--- config.mk ---
export PLATFORM = sky130hd
export DESIGN_NAME = core
export DESIGN_NICKNAME = d
export VERILOG_FILES = /design/src/corePkg.sv /design/src/core.sv /design/src/execUnit.sv /design/src/fetchUnit.sv /design/src/loadStoreUnit.sv /design/src/memArbiter.sv
export SDC_FILE = /design/constraint.sdc
export NUM_CORES = 2
export LEC_CHECK = 0
export ABC_AREA = 1
export BUFFER_PORTS_ARGS = -buffer_cell sky130_fd_sc_hd__buf_2
export CAP_MARGIN = 15
export CORE_ASPECT_RATIO = 0.9
export CORE_MARGIN = 2
export CORE_UTILIZATION = 40
export CTS_CLUSTER_DIAMETER = 150
export DETAILED_ROUTE_END_ITERATION = 6
export PLACE_DENSITY_LB_ADDON = 0.05
export SYNTH_ARGS = -nofsm -noshare
export SYNTH_HDL_FRONTEND = slang
export SYNTH_HIERARCHICAL = 1
export SYNTH_SLANG_ARGS = --single-unit
--- constraint.sdc ---
create_clock -name iCLOCK -period 10.35 [get_ports iCLOCK]
set_input_delay 1.5525 -clock iCLOCK [delete_from_list [all_inputs] [get_ports iCLOCK]]
set_output_delay 1.5525 -clock iCLOCK [all_outputs]
set_load 0.03 [all_outputs]
--- src/corePkg.sv ---
/*
 * Shared definitions for the small core: widths, opcodes, the instruction
 * word layout and the arbiter owner codes. Modules pull it in by wildcard import.
 */
`default_nettype none

package corePkg;

	// Word, address and PC width
	localparam int dataWidth = 32;

	// Register file
	localparam int regCount = 16;
	localparam int regIdxWidth = 4;

	// Instruction field widths
	localparam int opWidth = 4;
	localparam int immWidth = 20;
	localparam int regPadWidth = 16;

	// Opcodes, anything else runs as HALT
	localparam logic [opWidth-1:0] opAdd = 4'h1;
	localparam logic [opWidth-1:0] opSub = 4'h2;
	localparam logic [opWidth-1:0] opAnd = 4'h3;
	localparam logic [opWidth-1:0] opAddi = 4'h4;
	localparam logic [opWidth-1:0] opLd = 4'h5;
	localparam logic [opWidth-1:0] opSt = 4'h6;
	localparam logic [opWidth-1:0] opBeq = 4'h7;
	localparam logic [opWidth-1:0] opHalt = 4'hF;

	// Arbiter owner codes
	localparam logic reqFetch = 1'b0;
	localparam logic reqLsu = 1'b1;

	// PC after reset, in words
	localparam logic [dataWidth-1:0] resetPc = '0;

	// Same 32 bits, two decodings
	typedef union packed {
		struct packed {
			logic [opWidth-1:0] opcode;
			logic [regIdxWidth-1:0] rd;
			logic [regIdxWidth-1:0] ra;
			logic [regIdxWidth-1:0] rb;
			logic [regPadWidth-1:0] unused;
		} regForm;
		struct packed {
			logic [opWidth-1:0] opcode;
			logic [regIdxWidth-1:0] rd;
			logic [regIdxWidth-1:0] ra;
			// Sign-extended at use
			logic [immWidth-1:0] imm;
		} immForm;
	} instrWord;

endpackage

`default_nettype wire

--- src/core.sv ---
/*
 * Core top: fetch, load/store, arbiter and execute units on one memory port,
 * plus the debug PC and halted flag.
 */
`timescale 1ns/1ns
`default_nettype none

module core import corePkg::*; (
	input wire iCLOCK,
	input wire rstN,
	output logic memValid,
	input wire memReady,
	output logic memWrite,
	output logic [dataWidth-1:0] memAddr,
	output logic [dataWidth-1:0] memWData,
	input wire memRespValid,
	input wire [dataWidth-1:0] memRespData,
	output logic halted,
	output logic [dataWidth-1:0] debugPc
);

	// Fetch side
	logic fetchValid, fetchReady, fetchRespValid;
	logic [dataWidth-1:0] fetchAddr;
	logic instrValid, instrTake, redirect;
	logic [dataWidth-1:0] instrData, redirectPc;

	// Load/store side
	logic lsuValid, lsuReady, lsuWrite, lsuRespValid;
	logic [dataWidth-1:0] lsuAddr, lsuWData;
	logic cmdValid, cmdReady, cmdWrite, loadValid;
	logic [dataWidth-1:0] cmdAddr, cmdData, loadData;

	fetchUnit fetchInst (
		.iCLOCK(iCLOCK), .rstN(rstN),
		.fetchValid(fetchValid), .fetchReady(fetchReady), .fetchAddr(fetchAddr),
		.fetchRespValid(fetchRespValid), .respData(memRespData),
		.instrValid(instrValid), .instrData(instrData), .instrTake(instrTake),
		.redirect(redirect), .redirectPc(redirectPc), .halt(halted)
	);

	loadStoreUnit lsuInst (
		.iCLOCK(iCLOCK), .rstN(rstN),
		.cmdValid(cmdValid), .cmdReady(cmdReady), .cmdWrite(cmdWrite),
		.cmdAddr(cmdAddr), .cmdData(cmdData),
		.lsuValid(lsuValid), .lsuReady(lsuReady), .lsuWrite(lsuWrite),
		.lsuAddr(lsuAddr), .lsuWData(lsuWData),
		.lsuRespValid(lsuRespValid), .respData(memRespData),
		.loadValid(loadValid), .loadData(loadData)
	);

	// Both response paths share memRespData, only the valids are split
	memArbiter arbInst (
		.iCLOCK(iCLOCK), .rstN(rstN),
		.fetchValid(fetchValid), .fetchReady(fetchReady), .fetchAddr(fetchAddr),
		.fetchRespValid(fetchRespValid),
		.lsuValid(lsuValid), .lsuReady(lsuReady), .lsuWrite(lsuWrite),
		.lsuAddr(lsuAddr), .lsuWData(lsuWData), .lsuRespValid(lsuRespValid),
		.memValid(memValid), .memReady(memReady), .memWrite(memWrite),
		.memAddr(memAddr), .memWData(memWData), .memRespValid(memRespValid)
	);

	execUnit execInst (
		.iCLOCK(iCLOCK), .rstN(rstN),
		.instrValid(instrValid), .instrData(instrData), .instrTake(instrTake),
		.redirect(redirect), .redirectPc(redirectPc),
		.cmdValid(cmdValid), .cmdReady(cmdReady), .cmdWrite(cmdWrite),
		.cmdAddr(cmdAddr), .cmdData(cmdData),
		.loadValid(loadValid), .loadData(loadData),
		.halted(halted), .debugPc(debugPc)
	);

endmodule

`default_nettype wire

--- src/execUnit.sv ---
/*
 * Execute unit: decodes the buffered instruction, runs ALU ops and
 * branches in one cycle, and waits on the load/store unit for memory ops.
 */
`timescale 1ns/1ns
`default_nettype none

module execUnit import corePkg::*; (
	input wire iCLOCK,
	input wire rstN,
	input wire instrValid,
	input wire [dataWidth-1:0] instrData,
	output logic instrTake,
	output logic redirect,
	output logic [dataWidth-1:0] redirectPc,
	output logic cmdValid,
	input wire cmdReady,
	output logic cmdWrite,
	output logic [dataWidth-1:0] cmdAddr,
	output logic [dataWidth-1:0] cmdData,
	input wire loadValid,
	input wire [dataWidth-1:0] loadData,
	output logic halted,
	output logic [dataWidth-1:0] debugPc
);

	instrWord instr;
	logic [opWidth-1:0] opcode;
	logic isRegOp, isAddi, isLoad, isStore, isBeq, isMem, isAluWrite, isHalt;
	logic [regIdxWidth-1:0] rdIdx, raIdx, rbIdx;
	logic [dataWidth-1:0] rdVal, raVal, rbVal, immExt, aluResult;
	logic [dataWidth-1:0] regFile [regCount];
	logic [dataWidth-1:0] pc;
	logic memWait;
	logic memIsLoad;
	logic memDone;
	logic [regIdxWidth-1:0] loadRd;
	logic run;
	logic wbEn;
	logic [regIdxWidth-1:0] wbIdx;
	logic [dataWidth-1:0] wbData;

	assign instr = instrData;
	// Opcode sits in the same bits for both formats
	assign opcode = instr.regForm.opcode;

	assign isRegOp = (opcode == opAdd) || (opcode == opSub) || (opcode == opAnd);
	assign isAddi = (opcode == opAddi);
	assign isLoad = (opcode == opLd);
	assign isStore = (opcode == opSt);
	assign isBeq = (opcode == opBeq);
	assign isMem = isLoad || isStore;
	assign isAluWrite = isRegOp || isAddi;
	// opHalt and all undefined codes
	assign isHalt = !(isAluWrite || isMem || isBeq);

	// rd and ra share their bits in both views
	assign rdIdx = instr.regForm.rd;
	assign raIdx = instr.regForm.ra;
	// rb only exists in the register form
	assign rbIdx = isRegOp ? instr.regForm.rb : '0;
	assign immExt = {{(dataWidth-immWidth){instr.immForm.imm[immWidth-1]}}, instr.immForm.imm};

	// r0 is hardwired to zero
	assign rdVal = (rdIdx == '0) ? '0 : regFile[rdIdx];
	assign raVal = (raIdx == '0) ? '0 : regFile[raIdx];
	assign rbVal = (rbIdx == '0) ? '0 : regFile[rbIdx];

	always_comb begin
		case (opcode)
			opAdd: aluResult = raVal + rbVal;
			opSub: aluResult = raVal - rbVal;
			opAnd: aluResult = raVal & rbVal;
			default: aluResult = raVal + immExt;
		endcase
	end

	// Ready to act on the buffered word
	assign run = instrValid && !memWait && !halted;

	assign redirect = run && isBeq && (rdVal == raVal);
	// Target relative to the next word
	assign redirectPc = pc + 1'b1 + immExt;

	// HALT stays in the buffer so fetch stops
	assign instrTake = run && (isAluWrite || isBeq || (isMem && cmdReady));

	assign cmdValid = run && isMem;
	assign cmdWrite = isStore;
	assign cmdAddr = raVal + immExt;
	assign cmdData = rdVal;

	// Loads finish on the data, stores when the LSU frees up
	assign memDone = memIsLoad ? loadValid : cmdReady;

	always_comb begin
		if (memWait && memIsLoad) begin
			wbEn = loadValid;
			wbIdx = loadRd;
			wbData = loadData;
		end else begin
			wbEn = run && isAluWrite;
			wbIdx = rdIdx;
			wbData = aluResult;
		end
	end

	assign debugPc = pc;

	always_ff @(posedge iCLOCK or negedge rstN) begin
		if (!rstN) begin
			pc <= resetPc;
			memWait <= 1'b0;
			memIsLoad <= 1'b0;
			halted <= 1'b0;
		end else if (run) begin
			if (isHalt)
				halted <= 1'b1;
			else if (instrTake)
				pc <= redirect ? redirectPc : pc + 1'b1;
			if (isMem && cmdReady) begin
				memWait <= 1'b1;
				memIsLoad <= isLoad;
			end
		end else if (memWait && memDone) begin
			memWait <= 1'b0;
		end
	end

	// Register file and load destination
	always_ff @(posedge iCLOCK) begin
		if (wbEn && (wbIdx != '0))
			regFile[wbIdx] <= wbData;
		if (run && isLoad && cmdReady)
			loadRd <= rdIdx;
	end

endmodule

`default_nettype wire

--- src/fetchUnit.sv ---
/*
 * Instruction fetch with a one-entry buffer; prefetches the next word
 * while the execute unit consumes the current one, and flushes on redirect.
 */
`timescale 1ns/1ns
`default_nettype none

module fetchUnit import corePkg::*; (
	input wire iCLOCK,
	input wire rstN,
	output logic fetchValid,
	input wire fetchReady,
	output logic [dataWidth-1:0] fetchAddr,
	input wire fetchRespValid,
	input wire [dataWidth-1:0] respData,
	output logic instrValid,
	output logic [dataWidth-1:0] instrData,
	input wire instrTake,
	input wire redirect,
	input wire [dataWidth-1:0] redirectPc,
	input wire halt
);

	logic reqActive;
	logic waitResp;
	logic dropResp;
	logic bufValid;
	logic [dataWidth-1:0] bufData;
	logic [dataWidth-1:0] reqAddr;
	logic [dataWidth-1:0] fetchPc;
	logic outstanding;
	logic issue;

	// Request issued but not yet answered
	assign outstanding = reqActive || waitResp;
	// Start a fetch once the buffer is free or being popped this cycle
	assign issue = !outstanding && (!bufValid || instrTake) && !halt;

	assign fetchValid = reqActive;
	// Held in its own register so a redirect cannot move a stalled request
	assign fetchAddr = reqAddr;
	assign instrValid = bufValid;
	assign instrData = bufData;

	always_ff @(posedge iCLOCK or negedge rstN) begin
		if (!rstN) begin
			reqActive <= 1'b0;
			waitResp <= 1'b0;
			dropResp <= 1'b0;
			bufValid <= 1'b0;
			fetchPc <= resetPc;
		end else begin
			if (issue) begin
				reqActive <= 1'b1;
				fetchPc <= fetchPc + 1'b1;
			end
			if (reqActive && fetchReady) begin
				reqActive <= 1'b0;
				waitResp <= 1'b1;
			end
			if (instrTake)
				bufValid <= 1'b0;
			if (fetchRespValid) begin
				waitResp <= 1'b0;
				// Stale word from before a redirect is thrown away
				if (dropResp)
					dropResp <= 1'b0;
				else
					bufValid <= 1'b1;
			end
			// Flush wins over everything above
			if (redirect) begin
				fetchPc <= redirectPc;
				bufValid <= 1'b0;
				// Fall-through word fetched alongside the branch is dropped too
				dropResp <= issue || reqActive || (waitResp && !fetchRespValid);
			end
		end
	end

	// Payload only
	always_ff @(posedge iCLOCK) begin
		if (issue)
			reqAddr <= fetchPc;
		if (fetchRespValid)
			bufData <= respData;
	end

endmodule

`default_nettype wire

--- src/loadStoreUnit.sv ---
/*
 * Load/store unit: takes one command from the execute unit, puts it on
 * the bus and waits for completion before accepting another.
 */
`timescale 1ns/1ns
`default_nettype none

module loadStoreUnit import corePkg::*; (
	input wire iCLOCK,
	input wire rstN,
	input wire cmdValid,
	output logic cmdReady,
	input wire cmdWrite,
	input wire [dataWidth-1:0] cmdAddr,
	input wire [dataWidth-1:0] cmdData,
	output logic lsuValid,
	input wire lsuReady,
	output logic lsuWrite,
	output logic [dataWidth-1:0] lsuAddr,
	output logic [dataWidth-1:0] lsuWData,
	input wire lsuRespValid,
	input wire [dataWidth-1:0] respData,
	output logic loadValid,
	output logic [dataWidth-1:0] loadData
);

	logic busy;
	logic reqOn;
	logic writeReg;
	logic [dataWidth-1:0] addrReg;
	logic [dataWidth-1:0] dataReg;

	assign cmdReady = !busy;
	assign lsuValid = reqOn;
	assign lsuWrite = writeReg;
	assign lsuAddr = addrReg;
	assign lsuWData = dataReg;
	// Response belongs to a pending read
	assign loadValid = lsuRespValid && busy && !writeReg;
	assign loadData = respData;

	always_ff @(posedge iCLOCK or negedge rstN) begin
		if (!rstN) begin
			busy <= 1'b0;
			reqOn <= 1'b0;
			writeReg <= 1'b0;
		end else begin
			if (cmdValid && !busy) begin
				busy <= 1'b1;
				reqOn <= 1'b1;
				writeReg <= cmdWrite;
			end
			if (reqOn && lsuReady) begin
				reqOn <= 1'b0;
				// A store is done at its transfer
				if (writeReg)
					busy <= 1'b0;
			end
			if (loadValid)
				busy <= 1'b0;
		end
	end

	always_ff @(posedge iCLOCK) begin
		if (cmdValid && !busy) begin
			addrReg <= cmdAddr;
			dataReg <= cmdData;
		end
	end

endmodule

`default_nettype wire

--- src/memArbiter.sv ---
/*
 * Fixed-priority arbiter for the shared memory port; the load/store unit
 * beats fetch, one request outstanding, responses routed back by owner.
 */
`timescale 1ns/1ns
`default_nettype none

module memArbiter import corePkg::*; (
	input wire iCLOCK,
	input wire rstN,
	input wire fetchValid,
	output logic fetchReady,
	input wire [dataWidth-1:0] fetchAddr,
	output logic fetchRespValid,
	input wire lsuValid,
	output logic lsuReady,
	input wire lsuWrite,
	input wire [dataWidth-1:0] lsuAddr,
	input wire [dataWidth-1:0] lsuWData,
	output logic lsuRespValid,
	output logic memValid,
	input wire memReady,
	output logic memWrite,
	output logic [dataWidth-1:0] memAddr,
	output logic [dataWidth-1:0] memWData,
	input wire memRespValid
);

	// Read in flight
	logic busy;
	logic owner;
	// Last cycle's request stalled, keep its owner
	logic stallHold;
	logic selOwner;

	assign selOwner = stallHold ? owner : (lsuValid ? reqLsu : reqFetch);

	// Grant is same-cycle, no register on the request path
	assign memValid = !busy && ((selOwner == reqLsu) ? lsuValid : fetchValid);
	assign memWrite = (selOwner == reqLsu) && lsuWrite;
	assign memAddr = (selOwner == reqLsu) ? lsuAddr : fetchAddr;
	// Fetch never writes
	assign memWData = lsuWData;

	assign fetchReady = !busy && (selOwner == reqFetch) && memReady;
	assign lsuReady = !busy && (selOwner == reqLsu) && memReady;

	assign fetchRespValid = memRespValid && busy && (owner == reqFetch);
	assign lsuRespValid = memRespValid && busy && (owner == reqLsu);

	always_ff @(posedge iCLOCK or negedge rstN) begin
		if (!rstN) begin
			busy <= 1'b0;
			owner <= reqFetch;
			stallHold <= 1'b0;
		end else begin
			if (memValid)
				owner <= selOwner;
			stallHold <= memValid && !memReady;
			// Writes finish at the transfer, reads wait for the response
			if (memValid && memReady && !memWrite)
				busy <= 1'b1;
			else if (memRespValid)
				busy <= 1'b0;
		end
	end

endmodule

`default_nettype wire

==> impl_metrics.sql <==
INSERT INTO impl_metrics (metric_group, metric, value, unit) VALUES
('power', 'ir_worst_vdd', '0.0001281', 'V'),
('global_routing', 'met1_usage', '0.5010', ''),
('floorplan', 'initial_utilization', '0.4028', ''),
('critical_path', 'cell_with_the_largest_stage_delay_on_the_worst_path', 'sky130_fd_sc_hd__a31oi_2', ''),
('place', 'buffer_ports.inserted', '134', ''),
('clock_network', 'clk_transition_reported_paths', '0.06', 'ns'),
('drt', 'drt_iter0_drc', '6711', ''),
('logic_synthesis', 'largest_family_of_logic_cells_by_synthesized_area', 'simple AND/OR/NAND/NOR gates', ''),
('status', 'outcome', 'completed', ''),
('drt', 'drc', '0', ''),
('critical_path', 'critical_path.n_buffers_inverters', '3', ''),
('critical_path', 'critical_path_arrival', '8.13', 'ns'),
('logic_synthesis', 'yosys.area_share.adder', '0.02617', ''),
('clock_network', 'post_cts.repair.setup_buffers', '0', ''),
('final_layout', 'final_common_cell', 'sky130_fd_sc_hd__nand2_1', ''),
('sta', 'max_clock_freq', '128.0', 'MHz'),
('logic_synthesis', 'ys.flop_type', 'sky130_fd_sc_hd__edfxtp_1', ''),
('logic_synthesis', 'ys_warn_count', '6', ''),
('sta', 'layout_worst_path_cycle_share', '0.7548', ''),
('power', 'p_leak', '22.90', 'nW'),
('clock_network', 'numCtsBuffers', '88', ''),
('floorplan', 'placeableCoreArea', '120800', 'sq um'),
('critical_path', 'critPathCapture', 'execInst/regFile[3][29]', ''),
('global_routing', 'grt_most_used_layer', 'met2', ''),
('final_layout', 'fill_cell_instance_count_of_the_final_layout', '12280', ''),
('clock_network', 'clock_tree_from_tritoncts', 'built', ''),
('logic_synthesis', 'synth_enable_flop_cells', '644', ''),
('critical_path', 'r2r_end', 'execInst/regFile[3][29]', ''),
('drt', 'wl_per_cell', '27.70', 'um'),
('logic_synthesis', 'ys_ff_latch', '721', ''),
('critical_path', 'cp_common_cell', 'sky130_fd_sc_hd__nand2_1', ''),
('final_layout', 'flow.area_growth_from_synthesis', '9.587', '%'),
('critical_path', 'timing.reg2reg.worst_path_depth', '26', ''),
('place', 'globalplace.congestion', '1.033', ''),
('logic_synthesis', 'synthesis.area_per_instance', '7.715', 'sq um'),
('sta', 'fin_worst_hold_slack', '0.5043', 'ns'),
('min_path', 'worstHoldPathType', 'reg -> reg', ''),
('place', 'place_hpwl', '146200', 'um'),
('sta', 'post-route-min-period', '7.813', 'ns'),
('critical_path', 'reg2reg_slack', '2.54', 'ns'),
('drt', 'ant_nets', '0', ''),
('logic_synthesis', 'yosys.cell_types.count', '67', ''),
('critical_path', 'r2r-start', 'fetchInst/instrData[31]', ''),
('global_routing', 'gr-usage-all-layers', '0.3471', ''),
('clock_network', 'clk_root_buffer_cell', 'sky130_fd_sc_hd__clkbuf_16', ''),
('drt', 'drtPass1Iterations', '6', ''),
('sta', 'rsz0062_at_grt', 'false', ''),
('final_layout', 'final_cell_utilization_of_the_core', '0.4414', ''),
('drt', 'wl', '220100', 'um'),
('critical_path', 'crit_required', '10.66', 'ns'),
('logic_synthesis', 'simple_gate_share_of_the_synthesized_area', '0.2415', ''),
('sta', 'setup-tns-final', '0', 'ns'),
('logic_synthesis', 'parity_gate_share_of_the_synthesized_area_counting_xor_and_xnor_cells', '0.02268', ''),
('sta', 'fin_worst_skew', '0.03541', 'ns'),
('clock_network', 'cts.sinks', '721', ''),
('sta', 'slew_viol_final', '0', ''),
('sta', 'setup_violations', '0', ''),
('logic_synthesis', 'share_of_cell_area_taken_by_muxes_after_synthesis', '0', ''),
('floorplan', 'rows', '121', ''),
('critical_path', 'worstSetupPathDepth', '26', ''),
('sta', 'max-slew-margin-rel', '0.1477', ''),
('global_routing', 'grt_start_max_net_pins', '159', ''),
('logic_synthesis', 'synthCells', '6308', ''),
('drt', 'num_vias', '46520', ''),
('global_routing', 'initial_antenna_violation_count', '7', ''),
('clock_network', 'clock_latency', '0.71', 'ns'),
('final_layout', 'nets', '6411', ''),
('clock_network', 'cts-hold-fix-buffers', '0', ''),
('global_routing', 'number_of_global_route_vias_before_repair', '42550', ''),
('logic_synthesis', 'synth_compound_area_frac', '0.1688', ''),
('logic_synthesis', 'synth_seq_area_share', '0.4370', '');
[layout make-up]
cell class / instances / area [sq um] / area share
Multi-Input combinational cell: 4497 / 22640 / 0.4246
Inverter: 710 / 2678 / 0.05021
Antenna cell: 1 / 2.502 / 0.00004692
Clock inverter: 54 / 668.1 / 0.01253
Sequential cell: 721 / 21270 / 0.3987
Timing Repair Buffer: 257 / 1729 / 0.03242
Clock buffer: 107 / 2345 / 0.04397
Tap cell: 1599 / 2001 / 0.03751
[worst min-delay path, cell delays in order, from the launching register on]
cell                      delay (ns)
sky130_fd_sc_hd__dfrtp_1        0.36
sky130_fd_sc_hd__nand2_1        0.06
sky130_fd_sc_hd__nand2_1        0.06
[report_power, final]
group / internal [mW] / switching (mW)
sequential: 3.64 / 0.0770
clock: 1.98 / 1.35
combinational: 0.833 / 2.64
[worst min path at each step]
stage,startpoint,cells after the start,endpoint,slack [ns]
finish,execInst/debugPc[12],2,execInst/debugPc[12],0.50
global route,fetchInst/fetchPc[1],0,fetchInst/fetchAddr[1],0.53
detailed placement,execInst/debugPc[12],2,execInst/debugPc[12],0.49
floorplan,fetchInst/instrData[27],0,execInst/loadRd[3],0.42
CTS,execInst/debugPc[12],2,execInst/debugPc[12],0.51
global placement,execInst/debugPc[12],2,execInst/debugPc[12],0.49
[stage by stage]
| stage | setup WS, ns | total power [mW] | area, sq um | cells |
|---|---|---|---|---|
| after floorplan | 5.372 | 5.812 | 48780 | 6339 |
| after global placement | 2.809 | 7.181 | 50280 | 7782 |
| after detailed placement | 2.875 | 7.171 | 50290 | 7783 |
| after CTS | 2.844 | 10.51 | 53300 | 7944 |
| after global routing | 2.232 | 10.93 | 53330 | 7945 |
| final | 2.537 | 10.52 | 53330 | 7946 |
[kinds of logic (layout without fill, tap and decap cells)]
family / count (synthesis) / count (layout)
buf+inv: 1121 / 1128
xor+xnor: 126 / 126
flops: 721 / 721
simple gates: 2737 / 2737
compound gates: 1502 / 1502
other cells: 1 / 33
fa+ha+maj: 100 / 100
[metal layers]
metal / up-vias / part of all wire
met2: 2527 / 0.42
li1: 21220 / -
met4: 4 / 0.040
met1: 22380 / 0.44
met3: 391 / 0.10
met5: - / 0.00012
[flip-flops by register name, indices dropped and copies added, names as in the netlist, 4 cells and up]
name and count:
lsuInst/lsuWData 32, execInst/regFile 512, fetchInst/fetchPc 32, execInst/loadRd 4, lsuInst/lsuAddr 32, execInst/debugPc 32
fetchInst/fetchAddr 32, fetchInst/instrData 32
[cells in the mapped netlist, types with 37 or more instances]
cell,n
sky130_fd_sc_hd__buf_2,182
sky130_fd_sc_hd__nor2_1,367
sky130_fd_sc_hd__inv_1,683
sky130_fd_sc_hd__xor2_1,84
sky130_fd_sc_hd__o21ai_0,679
sky130_fd_sc_hd__nand2_1,1566
sky130_fd_sc_hd__xnor2_1,42
sky130_fd_sc_hd__nand4_1,46
sky130_fd_sc_hd__a21oi_1,516
sky130_fd_sc_hd__clkbuf_1,79
sky130_fd_sc_hd__a31oi_1,37
sky130_fd_sc_hd__nor3_1,38
sky130_fd_sc_hd__buf_4,98
sky130_fd_sc_hd__edfxtp_1,644
sky130_fd_sc_hd__o211ai_1,157
sky130_fd_sc_hd__dfrtp_1,77
sky130_fd_sc_hd__nand3_1,583
sky130_fd_sc_hd__ha_1,97
Power figures use the tool's default switching activity.
